### src/verilog/ex_pkg.sv
//********************************************************************
// ex_pkg
// shared constants of the RV64 execute stage: register width,
// operation encoding, multiply/divide sizing, machine CSR
// addresses, status bit positions and trap causes
//********************************************************************
package ex_pkg;

    localparam int XLEN = 64;

    // multiply/divide iteration count and its step counter
    localparam int MULDIV_STEPS = 64;
    localparam int MULDIV_CNT_W = $clog2(MULDIV_STEPS);
    localparam logic [MULDIV_CNT_W-1:0] MULDIV_LAST = MULDIV_CNT_W'(MULDIV_STEPS - 1);

    typedef enum logic [5:0] {
        OP_NOP = 6'd0,
        OP_ADD,
        OP_SUB,
        OP_SLT,
        OP_SLTU,
        OP_AND,
        OP_OR,
        OP_XOR,
        OP_SLL,
        OP_SRL,
        OP_SRA,
        OP_ADDW,
        OP_SUBW,
        OP_LUI,
        OP_JAL,
        OP_BEQ,
        OP_BNE,
        OP_BLT,
        OP_BGE,
        OP_BLTU,
        OP_BGEU,
        OP_MUL,
        OP_MULH,
        OP_MULHU,
        OP_DIV,
        OP_DIVU,
        OP_REM,
        OP_REMU,
        OP_CSRRW,
        OP_CSRRS,
        OP_CSRRC,
        OP_ECALL,
        OP_MRET
    } ex_op_e;

    localparam logic [11:0] CSR_MSTATUS = 12'h300;
    localparam logic [11:0] CSR_MIE     = 12'h304;
    localparam logic [11:0] CSR_MTVEC   = 12'h305;
    localparam logic [11:0] CSR_MEPC    = 12'h341;
    localparam logic [11:0] CSR_MCAUSE  = 12'h342;

    localparam int MSTATUS_MIE_BIT  = 3;
    localparam int MSTATUS_MPIE_BIT = 7;
    localparam int MIE_MTIE_BIT     = 7;

    localparam logic [XLEN-1:0] CAUSE_ECALL_M = XLEN'(11);
    // interrupt flag in the top bit, machine timer code 7
    localparam logic [XLEN-1:0] CAUSE_TIMER_M = {1'b1, {(XLEN-4){1'b0}}, 3'd7};

    typedef enum logic [1:0] {
        CSR_NONE,
        CSR_WRITE,
        CSR_SET,
        CSR_CLEAR
    } csr_cmd_e;

endpackage

### src/verilog/ex_alu.sv
//********************************************************************
// ex_alu
// combinational integer ALU of the execute stage, with the
// comparator that resolves the six conditional branches
//********************************************************************
`timescale 1ns/10ps

module ex_alu import ex_pkg::*; (
    input  ex_op_e          op_i,
    input  logic [XLEN-1:0] pc_i,
    input  logic [XLEN-1:0] op1_i,
    input  logic [XLEN-1:0] op2_i,
    output logic [XLEN-1:0] result_o,
    output logic            branch_taken_o
);

    logic [XLEN-1:0] sum;
    logic [XLEN-1:0] diff;
    logic            lt_s;
    logic            lt_u;
    logic            eq;
    logic [5:0]      shamt;

    assign sum   = op1_i + op2_i;
    assign diff  = op1_i - op2_i;
    assign lt_s  = $signed(op1_i) < $signed(op2_i);
    assign lt_u  = op1_i < op2_i;
    assign eq    = op1_i == op2_i;
    assign shamt = op2_i[5:0];

    always_comb begin
        case (op_i)
            OP_ADD:  result_o = sum;
            OP_SUB:  result_o = diff;
            OP_SLT:  result_o = {{(XLEN-1){1'b0}}, lt_s};
            OP_SLTU: result_o = {{(XLEN-1){1'b0}}, lt_u};
            OP_AND:  result_o = op1_i & op2_i;
            OP_OR:   result_o = op1_i | op2_i;
            OP_XOR:  result_o = op1_i ^ op2_i;
            OP_SLL:  result_o = op1_i << shamt;
            OP_SRL:  result_o = op1_i >> shamt;
            // arithmetic shift fills with the sign bit
            OP_SRA:  result_o = $unsigned($signed(op1_i) >>> shamt);
            // word forms keep the low half and sign extend it
            OP_ADDW: result_o = {{(XLEN-32){sum[31]}}, sum[31:0]};
            OP_SUBW: result_o = {{(XLEN-32){diff[31]}}, diff[31:0]};
            // decode hands over the shifted immediate
            OP_LUI:  result_o = op2_i;
            OP_JAL:  result_o = pc_i + XLEN'(4);
            default: result_o = '0;
        endcase
    end

    // same compare terms as slt and sltu
    always_comb begin
        case (op_i)
            OP_BEQ:  branch_taken_o = eq;
            OP_BNE:  branch_taken_o = !eq;
            OP_BLT:  branch_taken_o = lt_s;
            OP_BGE:  branch_taken_o = !lt_s;
            OP_BLTU: branch_taken_o = lt_u;
            OP_BGEU: branch_taken_o = !lt_u;
            default: branch_taken_o = 1'b0;
        endcase
    end

endmodule

### src/verilog/ex_csr.sv
//********************************************************************
// ex_csr
// machine-mode CSRs (mstatus, mie, mtvec, mepc, mcause) with
// read-modify-write access, trap entry, MRET and timer trap
//********************************************************************
`timescale 1ns/10ps

module ex_csr import ex_pkg::*; (
    input  logic            clk_i,
    input  logic            arst_n_i,
    input  csr_cmd_e        cmd_i,
    input  logic [11:0]     addr_i,
    input  logic [XLEN-1:0] wdata_i,
    input  logic            issue_i,
    input  logic [XLEN-1:0] pc_i,
    input  logic            ecall_i,
    input  logic            mret_i,
    input  logic            timer_irq_i,
    output logic [XLEN-1:0] rdata_o,
    output logic            timer_trap_o,
    output logic [XLEN-1:0] trap_vector_o,
    output logic [XLEN-1:0] epc_o
);

    logic [XLEN-1:0] mstatus_q;
    logic [XLEN-1:0] mie_q;
    logic [XLEN-1:0] mtvec_q;
    logic [XLEN-1:0] mepc_q;
    logic [XLEN-1:0] mcause_q;
    logic [XLEN-1:0] wval;
    logic            we;
    logic            take_trap;

    always_comb begin
        case (addr_i)
            CSR_MSTATUS: rdata_o = mstatus_q;
            CSR_MIE:     rdata_o = mie_q;
            CSR_MTVEC:   rdata_o = mtvec_q;
            CSR_MEPC:    rdata_o = mepc_q;
            CSR_MCAUSE:  rdata_o = mcause_q;
            default:     rdata_o = '0;
        endcase
    end

    always_comb begin
        case (cmd_i)
            CSR_WRITE: wval = wdata_i;
            CSR_SET:   wval = rdata_o | wdata_i;
            CSR_CLEAR: wval = rdata_o & ~wdata_i;
            default:   wval = rdata_o;
        endcase
    end

    assign timer_trap_o = issue_i && timer_irq_i &&
                          mstatus_q[MSTATUS_MIE_BIT] && mie_q[MIE_MTIE_BIT];
    assign take_trap    = timer_trap_o | ecall_i;

    // set and clear with a zero mask only read
    assign we = ((cmd_i == CSR_WRITE) || ((cmd_i != CSR_NONE) && (wdata_i != '0))) &&
                !timer_trap_o;

    always_ff @(posedge clk_i or negedge arst_n_i) begin
        if (!arst_n_i) begin
            mstatus_q <= '0;
            mie_q     <= '0;
            mtvec_q   <= '0;
            mepc_q    <= '0;
            mcause_q  <= '0;
        end else if (take_trap) begin
            mepc_q                      <= pc_i;
            mcause_q                    <= timer_trap_o ? CAUSE_TIMER_M : CAUSE_ECALL_M;
            mstatus_q[MSTATUS_MPIE_BIT] <= mstatus_q[MSTATUS_MIE_BIT];
            mstatus_q[MSTATUS_MIE_BIT]  <= 1'b0;
        end else if (mret_i) begin
            mstatus_q[MSTATUS_MIE_BIT]  <= mstatus_q[MSTATUS_MPIE_BIT];
            mstatus_q[MSTATUS_MPIE_BIT] <= 1'b1;
        end else if (we) begin
            case (addr_i)
                CSR_MSTATUS: mstatus_q <= wval;
                CSR_MIE:     mie_q     <= wval;
                CSR_MTVEC:   mtvec_q   <= wval;
                CSR_MEPC:    mepc_q    <= wval;
                CSR_MCAUSE:  mcause_q  <= wval;
                default:     ;
            endcase
        end
    end

    // vectored mode is not supported, mtvec is the handler address
    assign trap_vector_o = mtvec_q;
    assign epc_o         = mepc_q;

endmodule

### src/verilog/ex_muldiv.sv
//********************************************************************
// ex_muldiv
// iterative multiply and divide unit: shift-add multiplier and
// restoring divider on one shared 128-bit accumulator, with the
// RISC-V results for divide by zero and signed overflow
//********************************************************************
`timescale 1ns/10ps

module ex_muldiv import ex_pkg::*; (
    input  logic            clk_i,
    input  logic            arst_n_i,
    input  logic            start_i,
    input  ex_op_e          op_i,
    input  logic [XLEN-1:0] op1_i,
    input  logic [XLEN-1:0] op2_i,
    output logic [XLEN-1:0] result_o,
    output logic            done_o,
    output logic            busy_o
);

    typedef enum logic [1:0] {
        S_IDLE,
        S_RUN,
        S_DONE
    } state_e;

    state_e                  state_q;
    logic [MULDIV_CNT_W-1:0] cnt_q;
    logic                    special_q;
    logic [2*XLEN-1:0]       acc_q;
    logic [XLEN-1:0]         b_q;
    ex_op_e                  op_q;
    logic                    neg_q;

    logic                    is_signed;
    logic                    is_div;
    logic                    a_neg;
    logic                    b_neg;
    logic [XLEN-1:0]         a_abs;
    logic [XLEN-1:0]         b_abs;
    logic                    div_zero;
    logic                    div_ovf;
    logic                    special;
    logic [XLEN-1:0]         special_val;

    logic                    run_div;
    logic [XLEN:0]           mul_sum;
    logic [XLEN:0]           rem_sh;
    logic                    rem_ge;
    logic [XLEN-1:0]         rem_diff;
    logic [2*XLEN-1:0]       acc_step;
    logic [2*XLEN-1:0]       prod_fix;
    logic [XLEN-1:0]         quot_fix;
    logic [XLEN-1:0]         rem_fix;

    // operands are turned into magnitudes before the loop
    assign is_signed = (op_i == OP_MULH) || (op_i == OP_DIV) || (op_i == OP_REM);
    assign is_div    = (op_i == OP_DIV) || (op_i == OP_DIVU) ||
                       (op_i == OP_REM) || (op_i == OP_REMU);
    assign a_neg     = is_signed & op1_i[XLEN-1];
    assign b_neg     = is_signed & op2_i[XLEN-1];
    assign a_abs     = a_neg ? -op1_i : op1_i;
    assign b_abs     = b_neg ? -op2_i : op2_i;

    assign div_zero  = is_div && (op2_i == '0);
    assign div_ovf   = ((op_i == OP_DIV) || (op_i == OP_REM)) &&
                       (op1_i == {1'b1, {(XLEN-1){1'b0}}}) && (op2_i == '1);
    assign special   = div_zero | div_ovf;

    always_comb begin
        if (div_zero) begin
            special_val = ((op_i == OP_DIV) || (op_i == OP_DIVU)) ? '1 : op1_i;
        end else begin
            special_val = (op_i == OP_DIV) ? op1_i : '0;
        end
    end

    // one iteration of either algorithm
    assign run_div  = (op_q == OP_DIV) || (op_q == OP_DIVU) ||
                      (op_q == OP_REM) || (op_q == OP_REMU);
    assign mul_sum  = {1'b0, acc_q[2*XLEN-1:XLEN]} + {1'b0, b_q};
    assign rem_sh   = acc_q[2*XLEN-1:XLEN-1];
    assign rem_ge   = rem_sh >= {1'b0, b_q};
    assign rem_diff = rem_sh[XLEN-1:0] - b_q;

    always_comb begin
        if (run_div) begin
            acc_step = rem_ge ? {rem_diff, acc_q[XLEN-2:0], 1'b1} : {acc_q[2*XLEN-2:0], 1'b0};
        end else begin
            acc_step = acc_q[0] ? {mul_sum, acc_q[XLEN-1:1]} : {1'b0, acc_q[2*XLEN-1:1]};
        end
    end

    // sign fix and half select
    assign prod_fix = neg_q ? -acc_q : acc_q;
    assign quot_fix = neg_q ? -acc_q[XLEN-1:0] : acc_q[XLEN-1:0];
    assign rem_fix  = neg_q ? -acc_q[2*XLEN-1:XLEN] : acc_q[2*XLEN-1:XLEN];

    always_comb begin
        case (op_q)
            OP_MUL:            result_o = prod_fix[XLEN-1:0];
            OP_MULH, OP_MULHU: result_o = prod_fix[2*XLEN-1:XLEN];
            OP_DIV, OP_DIVU:   result_o = quot_fix;
            default:           result_o = rem_fix;
        endcase
        if (special_q) begin
            result_o = acc_q[XLEN-1:0];
        end
    end

    always_ff @(posedge clk_i or negedge arst_n_i) begin
        if (!arst_n_i) begin
            state_q   <= S_IDLE;
            cnt_q     <= '0;
            special_q <= 1'b0;
        end else begin
            case (state_q)
                S_IDLE: begin
                    if (start_i) begin
                        cnt_q     <= MULDIV_LAST;
                        special_q <= special;
                        state_q   <= special ? S_DONE : S_RUN;
                    end
                end
                S_RUN: begin
                    cnt_q <= cnt_q - 1'b1;
                    if (cnt_q == '0) begin
                        state_q <= S_DONE;
                    end
                end
                default: state_q <= S_IDLE;
            endcase
        end
    end

    always_ff @(posedge clk_i) begin
        if ((state_q == S_IDLE) && start_i) begin
            op_q  <= op_i;
            b_q   <= b_abs;
            // remainder takes the dividend's sign
            neg_q <= (op_i == OP_REM) ? a_neg : (a_neg ^ b_neg);
            acc_q <= {{XLEN{1'b0}}, special ? special_val : a_abs};
        end else if (state_q == S_RUN) begin
            acc_q <= acc_step;
        end
    end

    assign done_o = state_q == S_DONE;
    assign busy_o = state_q != S_IDLE;

endmodule

### src/verilog/ex_stage.sv
//********************************************************************
// ex_stage
// execute stage top: issue and decode, CSR command decode,
// multiply/divide start and stall, result select and the
// registered write-back and PC redirect
//********************************************************************
`timescale 1ns/10ps

module ex_stage import ex_pkg::*; (
    input  logic            clk_i,
    input  logic            arst_n_i,
    input  logic            valid_i,
    input  logic [XLEN-1:0] pc_i,
    input  ex_op_e          op_i,
    input  logic [XLEN-1:0] op1_i,
    input  logic [XLEN-1:0] op2_i,
    input  logic [XLEN-1:0] imm_i,
    input  logic [4:0]      rd_addr_i,
    input  logic            timer_irq_i,
    output logic            valid_o,
    output logic            rd_we_o,
    output logic [4:0]      rd_addr_o,
    output logic [XLEN-1:0] rd_data_o,
    output logic            redirect_o,
    output logic [XLEN-1:0] redirect_pc_o,
    output logic            stall_o
);

    logic            accept;
    logic            is_md;
    logic            is_csr;
    logic            writes_rd;
    csr_cmd_e        csr_cmd;
    logic            ecall;
    logic            mret;
    logic            md_start;
    logic            single;
    logic            jump;
    logic [XLEN-1:0] redirect_pc;
    logic [XLEN-1:0] alu_result;
    logic            branch_taken;
    logic [XLEN-1:0] md_result;
    logic            md_done;
    logic            md_busy;
    logic [XLEN-1:0] csr_rdata;
    logic            timer_trap;
    logic [XLEN-1:0] trap_vector;
    logic [XLEN-1:0] epc;
    logic [4:0]      md_rd_q;

    // issue is dropped while a multiply/divide is in flight
    assign accept = valid_i & ~md_busy;

    always_comb begin
        is_md     = 1'b0;
        is_csr    = 1'b0;
        writes_rd = 1'b1;
        csr_cmd   = CSR_NONE;
        case (op_i)
            OP_MUL, OP_MULH, OP_MULHU, OP_DIV, OP_DIVU, OP_REM, OP_REMU: begin
                is_md = 1'b1;
            end
            OP_CSRRW: begin
                is_csr  = 1'b1;
                csr_cmd = CSR_WRITE;
            end
            OP_CSRRS: begin
                is_csr  = 1'b1;
                csr_cmd = CSR_SET;
            end
            OP_CSRRC: begin
                is_csr  = 1'b1;
                csr_cmd = CSR_CLEAR;
            end
            OP_NOP, OP_BEQ, OP_BNE, OP_BLT, OP_BGE, OP_BLTU, OP_BGEU, OP_ECALL, OP_MRET: begin
                writes_rd = 1'b0;
            end
            default: ;
        endcase
        if (!accept) begin
            csr_cmd = CSR_NONE;
        end
    end

    assign ecall    = accept && (op_i == OP_ECALL);
    assign mret     = accept && (op_i == OP_MRET);
    assign md_start = accept & is_md & ~timer_trap;
    assign single   = accept & ~md_start;
    assign stall_o  = md_start | md_busy;
    assign jump     = (op_i == OP_JAL) | branch_taken;

    always_comb begin
        if (timer_trap || ecall) begin
            redirect_pc = trap_vector;
        end else if (mret) begin
            redirect_pc = epc;
        end else begin
            redirect_pc = pc_i + imm_i;
        end
    end

    ex_alu u_alu (
        .op_i           (op_i),
        .pc_i           (pc_i),
        .op1_i          (op1_i),
        .op2_i          (op2_i),
        .result_o       (alu_result),
        .branch_taken_o (branch_taken)
    );

    ex_muldiv u_muldiv (
        .clk_i    (clk_i),
        .arst_n_i (arst_n_i),
        .start_i  (md_start),
        .op_i     (op_i),
        .op1_i    (op1_i),
        .op2_i    (op2_i),
        .result_o (md_result),
        .done_o   (md_done),
        .busy_o   (md_busy)
    );

    ex_csr u_csr (
        .clk_i         (clk_i),
        .arst_n_i      (arst_n_i),
        .cmd_i         (csr_cmd),
        .addr_i        (imm_i[11:0]),
        .wdata_i       (op1_i),
        .issue_i       (accept),
        .pc_i          (pc_i),
        .ecall_i       (ecall),
        .mret_i        (mret),
        .timer_irq_i   (timer_irq_i),
        .rdata_o       (csr_rdata),
        .timer_trap_o  (timer_trap),
        .trap_vector_o (trap_vector),
        .epc_o         (epc)
    );

    always_ff @(posedge clk_i or negedge arst_n_i) begin
        if (!arst_n_i) begin
            valid_o    <= 1'b0;
            rd_we_o    <= 1'b0;
            redirect_o <= 1'b0;
        end else if (md_done) begin
            valid_o    <= 1'b1;
            rd_we_o    <= md_rd_q != 5'd0;
            redirect_o <= 1'b0;
        end else begin
            valid_o    <= single;
            // a timer trap cancels the write of the issued instruction
            rd_we_o    <= single & writes_rd & (rd_addr_i != 5'd0) & ~timer_trap;
            redirect_o <= accept & (timer_trap | ecall | mret | jump);
        end
    end

    always_ff @(posedge clk_i) begin
        if (md_start) begin
            md_rd_q <= rd_addr_i;
        end
        if (md_done) begin
            rd_addr_o <= md_rd_q;
            rd_data_o <= md_result;
        end else if (accept) begin
            rd_addr_o     <= rd_addr_i;
            rd_data_o     <= is_csr ? csr_rdata : alu_result;
            redirect_pc_o <= redirect_pc;
        end
    end

endmodule
### config.mk
export PLATFORM = sky130hd
export DESIGN_NAME = ex_stage
export DESIGN_NICKNAME = d
export VERILOG_FILES = /design/src/verilog/ex_pkg.sv /design/src/verilog/ex_alu.sv /design/src/verilog/ex_csr.sv /design/src/verilog/ex_muldiv.sv /design/src/verilog/ex_stage.sv
export SDC_FILE = /design/constraint.sdc
export NUM_CORES = 2
export LEC_CHECK = 0
export BUFFER_PORTS_ARGS = -buffer_cell sky130_fd_sc_hd__clkbuf_2
export CORE_ASPECT_RATIO = 1.2
export CORE_MARGIN = 3
export CORE_UTILIZATION = 40
export DETAILED_ROUTE_END_ITERATION = 8
export SLEW_MARGIN = 20
export SYNTH_ARGS = -nofsm -noshare
export SYNTH_HDL_FRONTEND = slang
export SYNTH_SLANG_ARGS = --single-unit
### constraint.sdc
create_clock -name clk_i -period 6.6 [get_ports clk_i]
set_input_delay 0.99 -clock clk_i [delete_from_list [all_inputs] [get_ports clk_i]]
set_output_delay 0.99 -clock clk_i [all_outputs]
set_load 0.01 [all_outputs]
# [Yosys cells after proc, flatten, opt, wreduce, memory -nomap -nowiden]
# Cells that the tools add are included.
[op_classes] add_sub_neg=12 shifts=3 reduce_logical=58 n_mux=57 order_cmp=3 n_bitwise=29 n_eq_ne=55
[ops] operator="$mux W64" n=25
[ops] operator="$pmux W64 S14" n=1
[ops] operator="$mux W128" n=4
[ops] operator="$pmux W64 S3" n=2
[ops] operator="$pmux W64 S5" n=1
[ops] operator="$neg A64 Y64" n=4
[ops] operator="$eq A6 B5 Y1 const B" n=23
[ops] operator="$add A64 B64 Y64" n=2
[ops] operator="$and A64 B64 Y64" n=2
[ops] operator="$eq A64 B64 Y1 const B" n=2
[ops] operator="$lt A64 B64 Y1" n=2
[ops] operator="$neg A128 Y128" n=1
[ops] operator="$or A64 B64 Y64" n=2
[ops] operator="$sub A64 B64 Y64" n=2
[ops] operator="$add A64 B64 Y65" n=1
[ops] operator="$ge A65 B64 Y1" n=1
[ops] operator="$add A64 B3 Y64 const B" n=1
[ops] operator="$eq A64 B64 Y1" n=1
[ops] operator="$logic_not A64 Y1" n=1
[ops] operator="$not A64 Y64" n=1
[ops] operator="$reduce_bool A64 Y1" n=1
[ops] operator="$shl A64 B6 Y64" n=1
[ops] operator="$shr A64 B6 Y64" n=1
[ops] operator="$sshr A64 B6 Y64" n=1
[ops] operator="40 further kinds" n=134
[word_totals] register_bits=669 in_bits=271 elab_cells=238

# [Logic depth before layout (Yosys ltp)]
[logic_depth] word_depth=14 depth_mapped=19

# [By module]
# Synthesis repeated with hierarchy kept, for this count alone.
[unflattened] cells_unflattened=10708 area_unflattened_um2=78814.3
[modules_own_cells] module="ex_muldiv" area_each_um2=27214.9 cells_per_inst=3809 seq_area_each_um2=5560.3 n_inst=1
[modules_own_cells] module="ex_alu" area_each_um2=21634.5 cells_per_inst=3327 seq_area_each_um2=0.0 n_inst=1
[modules_own_cells] module="ex_csr" area_each_um2=18875.6 cells_per_inst=2319 seq_area_each_um2=8007.7 n_inst=1
[modules_own_cells] module="ex_stage" area_each_um2=11089.4 cells_per_inst=1253 seq_area_each_um2=4219.0 n_inst=1

# [Worst setup path after synthesis]
# OpenSTA, ideal clock, no wires.
[synth_path] path_kind="input to register" from="input op2_i[3]" to="register rd_data_o[62] (data pin)" path_buffers=6 arrival_time_ns=5.485 required_time_ns=6.341 path_slack_ns=0.856 setup_time_ns=0.259 path_stages=19 path_cell_list="clkbuf_1 inv_2 buf_1 clkbuf_1 clkbuf_1 buf_1 ha_1 clkbuf_1 a221oi_1 o21ai_0 a21boi_0 o21ai_0 nand2_1 a31oi_1 o31a_1 o311ai_0 xor2_1 nor2_1 o31a_1"
[synth_via] elab_chain_cells=5 word_cells_on_any_way=9 cone_classes="add/sub (2); shift (3); mux (4)"
[synth_rtl] element="from (decl)" line="ex_stage.sv:16" rtl="input logic [XLEN-1:0] op2_i,"
[synth_rtl] element="$sub A64 B64 Y64, or another cell as far along" line="ex_alu.sv:25" rtl="assign diff = op1_i - op2_i;"
[synth_rtl] element="$pmux W64 S14 (*)" line="ex_alu.sv:32" rtl="case (op_i)"
[synth_rtl] element="$mux W64 (*)" line="ex_stage.sv:166" rtl="rd_data_o <= is_csr ? csr_rdata : alu_result;"
[synth_rtl] element="$mux W64 (*)" line="ex_stage.sv:164" rtl="end else if (accept) begin"
[synth_rtl] element="$mux W64 (*)" line="ex_stage.sv:161" rtl="if (md_done) begin"
[synth_rtl] element="to (signal assigned)" line="ex_stage.sv:163" rtl="rd_data_o <= md_result;"
[synth_rtl] element="to (signal assigned)" line="ex_stage.sv:166"
[synth_rtl] element="to (decl)" line="ex_stage.sv:23" rtl="output logic [XLEN-1:0] rd_data_o,"
# Every way passes the cells marked *; elsewhere a longest branch is shown, timed or not. The select of a mux whose other input is x is not followed.
# A chain may end at the register's enable or synchronous reset.

# [Worst setup path after layout]
[layout_path] from="register u_muldiv.acc_q[1]" to="register rd_data_o[10] (data pin)"
[layout_via] elab_chain_cells=5 word_cells_on_any_way=7 cone_classes="add/sub (2); mux (5)"
[layout_rtl] element="from (decl)" line="ex_muldiv.sv:30" rtl="logic [2*XLEN-1:0] acc_q;"
[layout_rtl] element="from (signal assigned)" line="ex_muldiv.sv:142" rtl="acc_q <= {{XLEN{1'b0}}, special ? special_val : a_abs};"
[layout_rtl] element="from (signal assigned)" line="ex_muldiv.sv:144" rtl="acc_q <= acc_step;"
[layout_rtl] element="$neg A128 Y128 or $neg A64 Y64 (tied branches)" line="ex_muldiv.sv:95, ex_muldiv.sv:96"
[layout_rtl] element="$mux W128 or $mux W64 (tied branches)" line="ex_muldiv.sv:95, ex_muldiv.sv:96"
[layout_rtl] element="$pmux W64 S3 (*)" line="ex_muldiv.sv:100" rtl="case (op_q)"
[layout_rtl] element="$mux W64 (*)" line="ex_muldiv.sv:106" rtl="if (special_q) begin"
[layout_rtl] element="$mux W64 (*)" line="ex_stage.sv:161"
# Every way passes the cells marked *; elsewhere a longest branch is shown, timed or not.

==> metrics.cfg <==
[grt]
grt_max_degree=140
grt_overflow_total=0
grt_pass1_vias=81429
grt_pass1_wl_microns=618800
grt.total_usage_pct=45.90
antenna_found_initial=66

[die]
io_pins=408
fp.dieH_microns=472.2
die_w_microns=394.5
row_count=170
die_area_sq_um=186300
core_area_sq_um=179500
start_util_pct=40.35

[route]
drt-vias-per-instance=6.880
drtPass1Iterations=9
antenna_left=0
routed_wl_microns=448200
drtIter0Drc=12117
wl_per_cell_microns=36.05
drc=1
vias=85538

[placement]
portBuffers=407
dp.cells=12256
place.gp.congestion=1.123
place_hpwl_microns=350000

[sta]
fmax_ghz=0.1804
rsz0062_at_grt=false
setup_viol=0
fin_skew_ns=0.04033
holdWs_ns=0.1805
hold_violations=0
post-route-period-util_pct=83.98
period_minus_slack_ns=5.542
slew_viol_final=0
tns_ns=0
slew_headroom_pct=8.107
worstMarginPinSlew_ns=1.364

[clock_network]
cts_sinks=669
clk_path_buf_depth=3
cts-root-buf=clkbuf_16
cts_setup_buffers=0
cts_tree=done
cts_resized=0
path_clk_slew_ns=0.06
htreeDepth=3
numCtsBuffers=82
insertion_delay_ns=0.75
holdBufCountCts=0

[setup_path]
r2r_slack_ns=1.06
max_stage_delay_ns=0.97
cp-start-kind=register
rr_endpoint=rd_data_o[10]
arrival_ns=5.94
crit_slowest_cell=a221oi_1
path_cells=inv_1 > ha_1 > nor2b_1 > nand4_1 > or2_2 > o41a_1 > a21oi_2 > nor2_1 > a21oi_1 > nor2_1 > a21oi_1 > o31ai_1 > a221oi_1 > a31oi_1
reg2reg_depth=14
required_ns=7.00
critPathMaxFanout=11
setup.worst_path.class=reg2reg
rr_startpoint=u_muldiv.acc_q[1]
end_kind=register

[run]
drv_cap=0

[power]
power_density_nw_per_um2=275.4
clockPowerShare_pct=22.4
p_sw_w=0.01065
p_total_w=0.02236
power_frac_comb_pct=50.2
switching_share_pct=47.64
p_leak_nw=32.29
power_frac_seq_pct=27.3
intPower_w=0.01171
ir_worst_vdd_v=0.0001985

[cells_and_area]
multi_input_area_sq_um=50540
fin_cells=12432
fillers=18769
seq_area_sq_um=17790
final_nets=10602
area_delta_synth_final_pct=12.09
drive_above_1_share_pct=11.68

[yosys]
yosysTopAreaCell=dfrtp_1
async_flop_share_pct=49.63
synth_edf_count=273
synth_cell_types=100
synth-seq-area-share_pct=24.55
ys_seq_elements=669
syn_area_sq_um=72440
synth_area_leaders=dfrtp_1 (11%), edfxtp_1 (11%), o21ai_0 (7.9%), ha_1 (6.8%), a21oi_1 (6.2%)
syn-num-nets=10508
synth_flop_cell=dfrtp_1
synth_top_cell_area_share_pct=11.47
ys_warn_count=0
netlist_instances=9839
synth_area_per_cell_sq_um=7.363

[status]
status=finished with violations
violations=design-rule violations

[worst_hold_path]
hp-class=in2async

[critical path: cells and delay by family, from the launching register on]
| kind | cells | cell delay, ns |
|---|---|---|
| AOI/OAI and AO/OA | 7 | 2.89 |
| DFF | 1 | 0.48 |
| and+or+nand+nor | 5 | 1.45 |
| buffers and inverters | 1 | 0.14 |
| adders and majority gates | 1 | 0.24 |
[power by group through the flow]
stage          Clock, W  Combinational (W)  Sequential [W]
3_5_place_dp          0             0.0108         0.00612
4_1_cts         0.00505             0.0109         0.00604
5_1_grt         0.00518             0.0119         0.00614
2_1_floorplan         0            0.00719         0.00557
6_report        0.00501             0.0112         0.00611
3_3_place_gp          0             0.0107         0.00611
[layout by cell type (no fill, tap or decap), types with 95 or more instances in the layout]
master    count
xnor2_1     262
xor2_1      159
inv_1       357
ha_1        393
clkbuf_2    399
nor2_1      978
nand4_1     141
a211oi_1    165
a31oi_1     131
a221oi_1    106
a21o_1      152
nand3_1     179
a21oi_1     898
o211ai_1     99
edfxtp_1    273
o21bai_1     95
buf_4       370
dfrtp_1     331
mux2i_1     261
nor3_1      196
o21ai_0    1138
a22oi_1     184
nand2_1    1125
[layout make-up]
| cell class | count | share of cell area (%) |
|---|---|---|
| clock inverters | 49 | 0.7196 |
| repair buffers | 809 | 6.834 |
| clock buffers | 104 | 2.804 |
| diodes | 22 | 0.06780 |
| well taps | 2408 | 3.710 |
| inverters | 369 | 1.715 |
| flip-flops and latches | 669 | 21.91 |
| multi-input cells | 8002 | 62.24 |
[cell families (layout without fill, tap and decap cells)]
kind of cell,Yosys count,after routing,synth area share (%)
simple gates,3137,3137,19.44
fa+ha+maj,399,399,6.940
other cells,0,22,0
buf+inv,1168,1331,6.080
flops,669,669,24.55
mux,354,354,5.750
xor+xnor,421,421,5.090
compound gates,3691,3691,32.15
[cells in the mapped netlist (22+ instances only)]
cell type and number:
o21a_1 44, mux4_2 45, o22ai_1 81, nor3_1 200, a31oi_1 131, a41oi_1 23, a211oi_1 168, o21bai_1 95
xor2_1 159, a211o_1 26, nand2_1 1130, and3_1 53, o41ai_1 37, a2111oi_0 24, and2_1 32, a222oi_1 66
o31ai_1 86, or3_1 72, nor2b_1 43, mux2i_1 262, a221oi_1 106, o221ai_1 50, nor2_1 995, nor4_1 82
o211ai_1 99, o2111ai_1 22, or2_2 24, mux2_2 47, buf_1 91, ha_1 393, dfrtp_1 332, a22oi_1 184
or4_1 34, a21o_1 152, inv_1 361, a21oi_1 899, nand2b_1 82, xnor2_1 262, a221o_1 47, clkbuf_1 692
dfxtp_1 64, o21ai_0 1146, nand3_1 180, nand4_1 141, edfxtp_1 273
[routing by layer]
layer	vias to the layer above	part of all wire [%]	GRT usage (%)	wire, microns
met1	41686	36	53.80	161800
met3	1443	9.9	9.920	44500
met4	42	10	37.71	45110
met2	5720	44	72.08	196500
met5	-	0.074	0.3364	330
li1	36647	-	-	-
[metrics by stage]
step,instance area (sq um),setup WS [ns],utilization [%]
CTS,81120,1.274,45.19
global placement,78240,0.4863,43.58
global route,81150,0.9156,45.20
floorplan,72440,0.8558,-
detailed placement,78260,0.5977,43.59
finish,81200,1.058,45.23
[how the worst max path moves through the flow]
stage / depth (start not counted) / slack (ns) / to / from
4_1_cts: 14 / 1.27 / rd_data_o[10] / u_muldiv.acc_q[1]
6_report: 14 / 1.06 / rd_data_o[10] / u_muldiv.acc_q[1]
3_5_place_dp: 17 / 0.60 / redirect_o / op1_i[30]
3_3_place_gp: 10 / 0.49 / rd_data_o[38] / op2_i[0]
2_1_floorplan: 19 / 0.86 / rd_data_o[62] / op2_i[3]
5_1_grt: 17 / 0.92 / redirect_o / op1_i[24]
[state kept, by name, summed over array words and instances, names as in the netlist]
name / flops
md_rd_q: 5
rd_addr_o: 5
rd_data_o: 64
rd_we_o: 1
redirect_o: 1
redirect_pc_o: 64
u_csr.epc_o: 64
u_csr.mcause_q: 64
u_csr.mie_q: 64
u_csr.mstatus_q: 64
u_csr.trap_vector_o: 64
u_muldiv.acc_q: 128
u_muldiv.b_q: 64
u_muldiv.cnt_q: 6
u_muldiv.neg_q: 1
u_muldiv.op_q: 6
u_muldiv.special_q: 1
u_muldiv.state_q: 2
valid_o: 1
(Power assumes the default switching activity.)
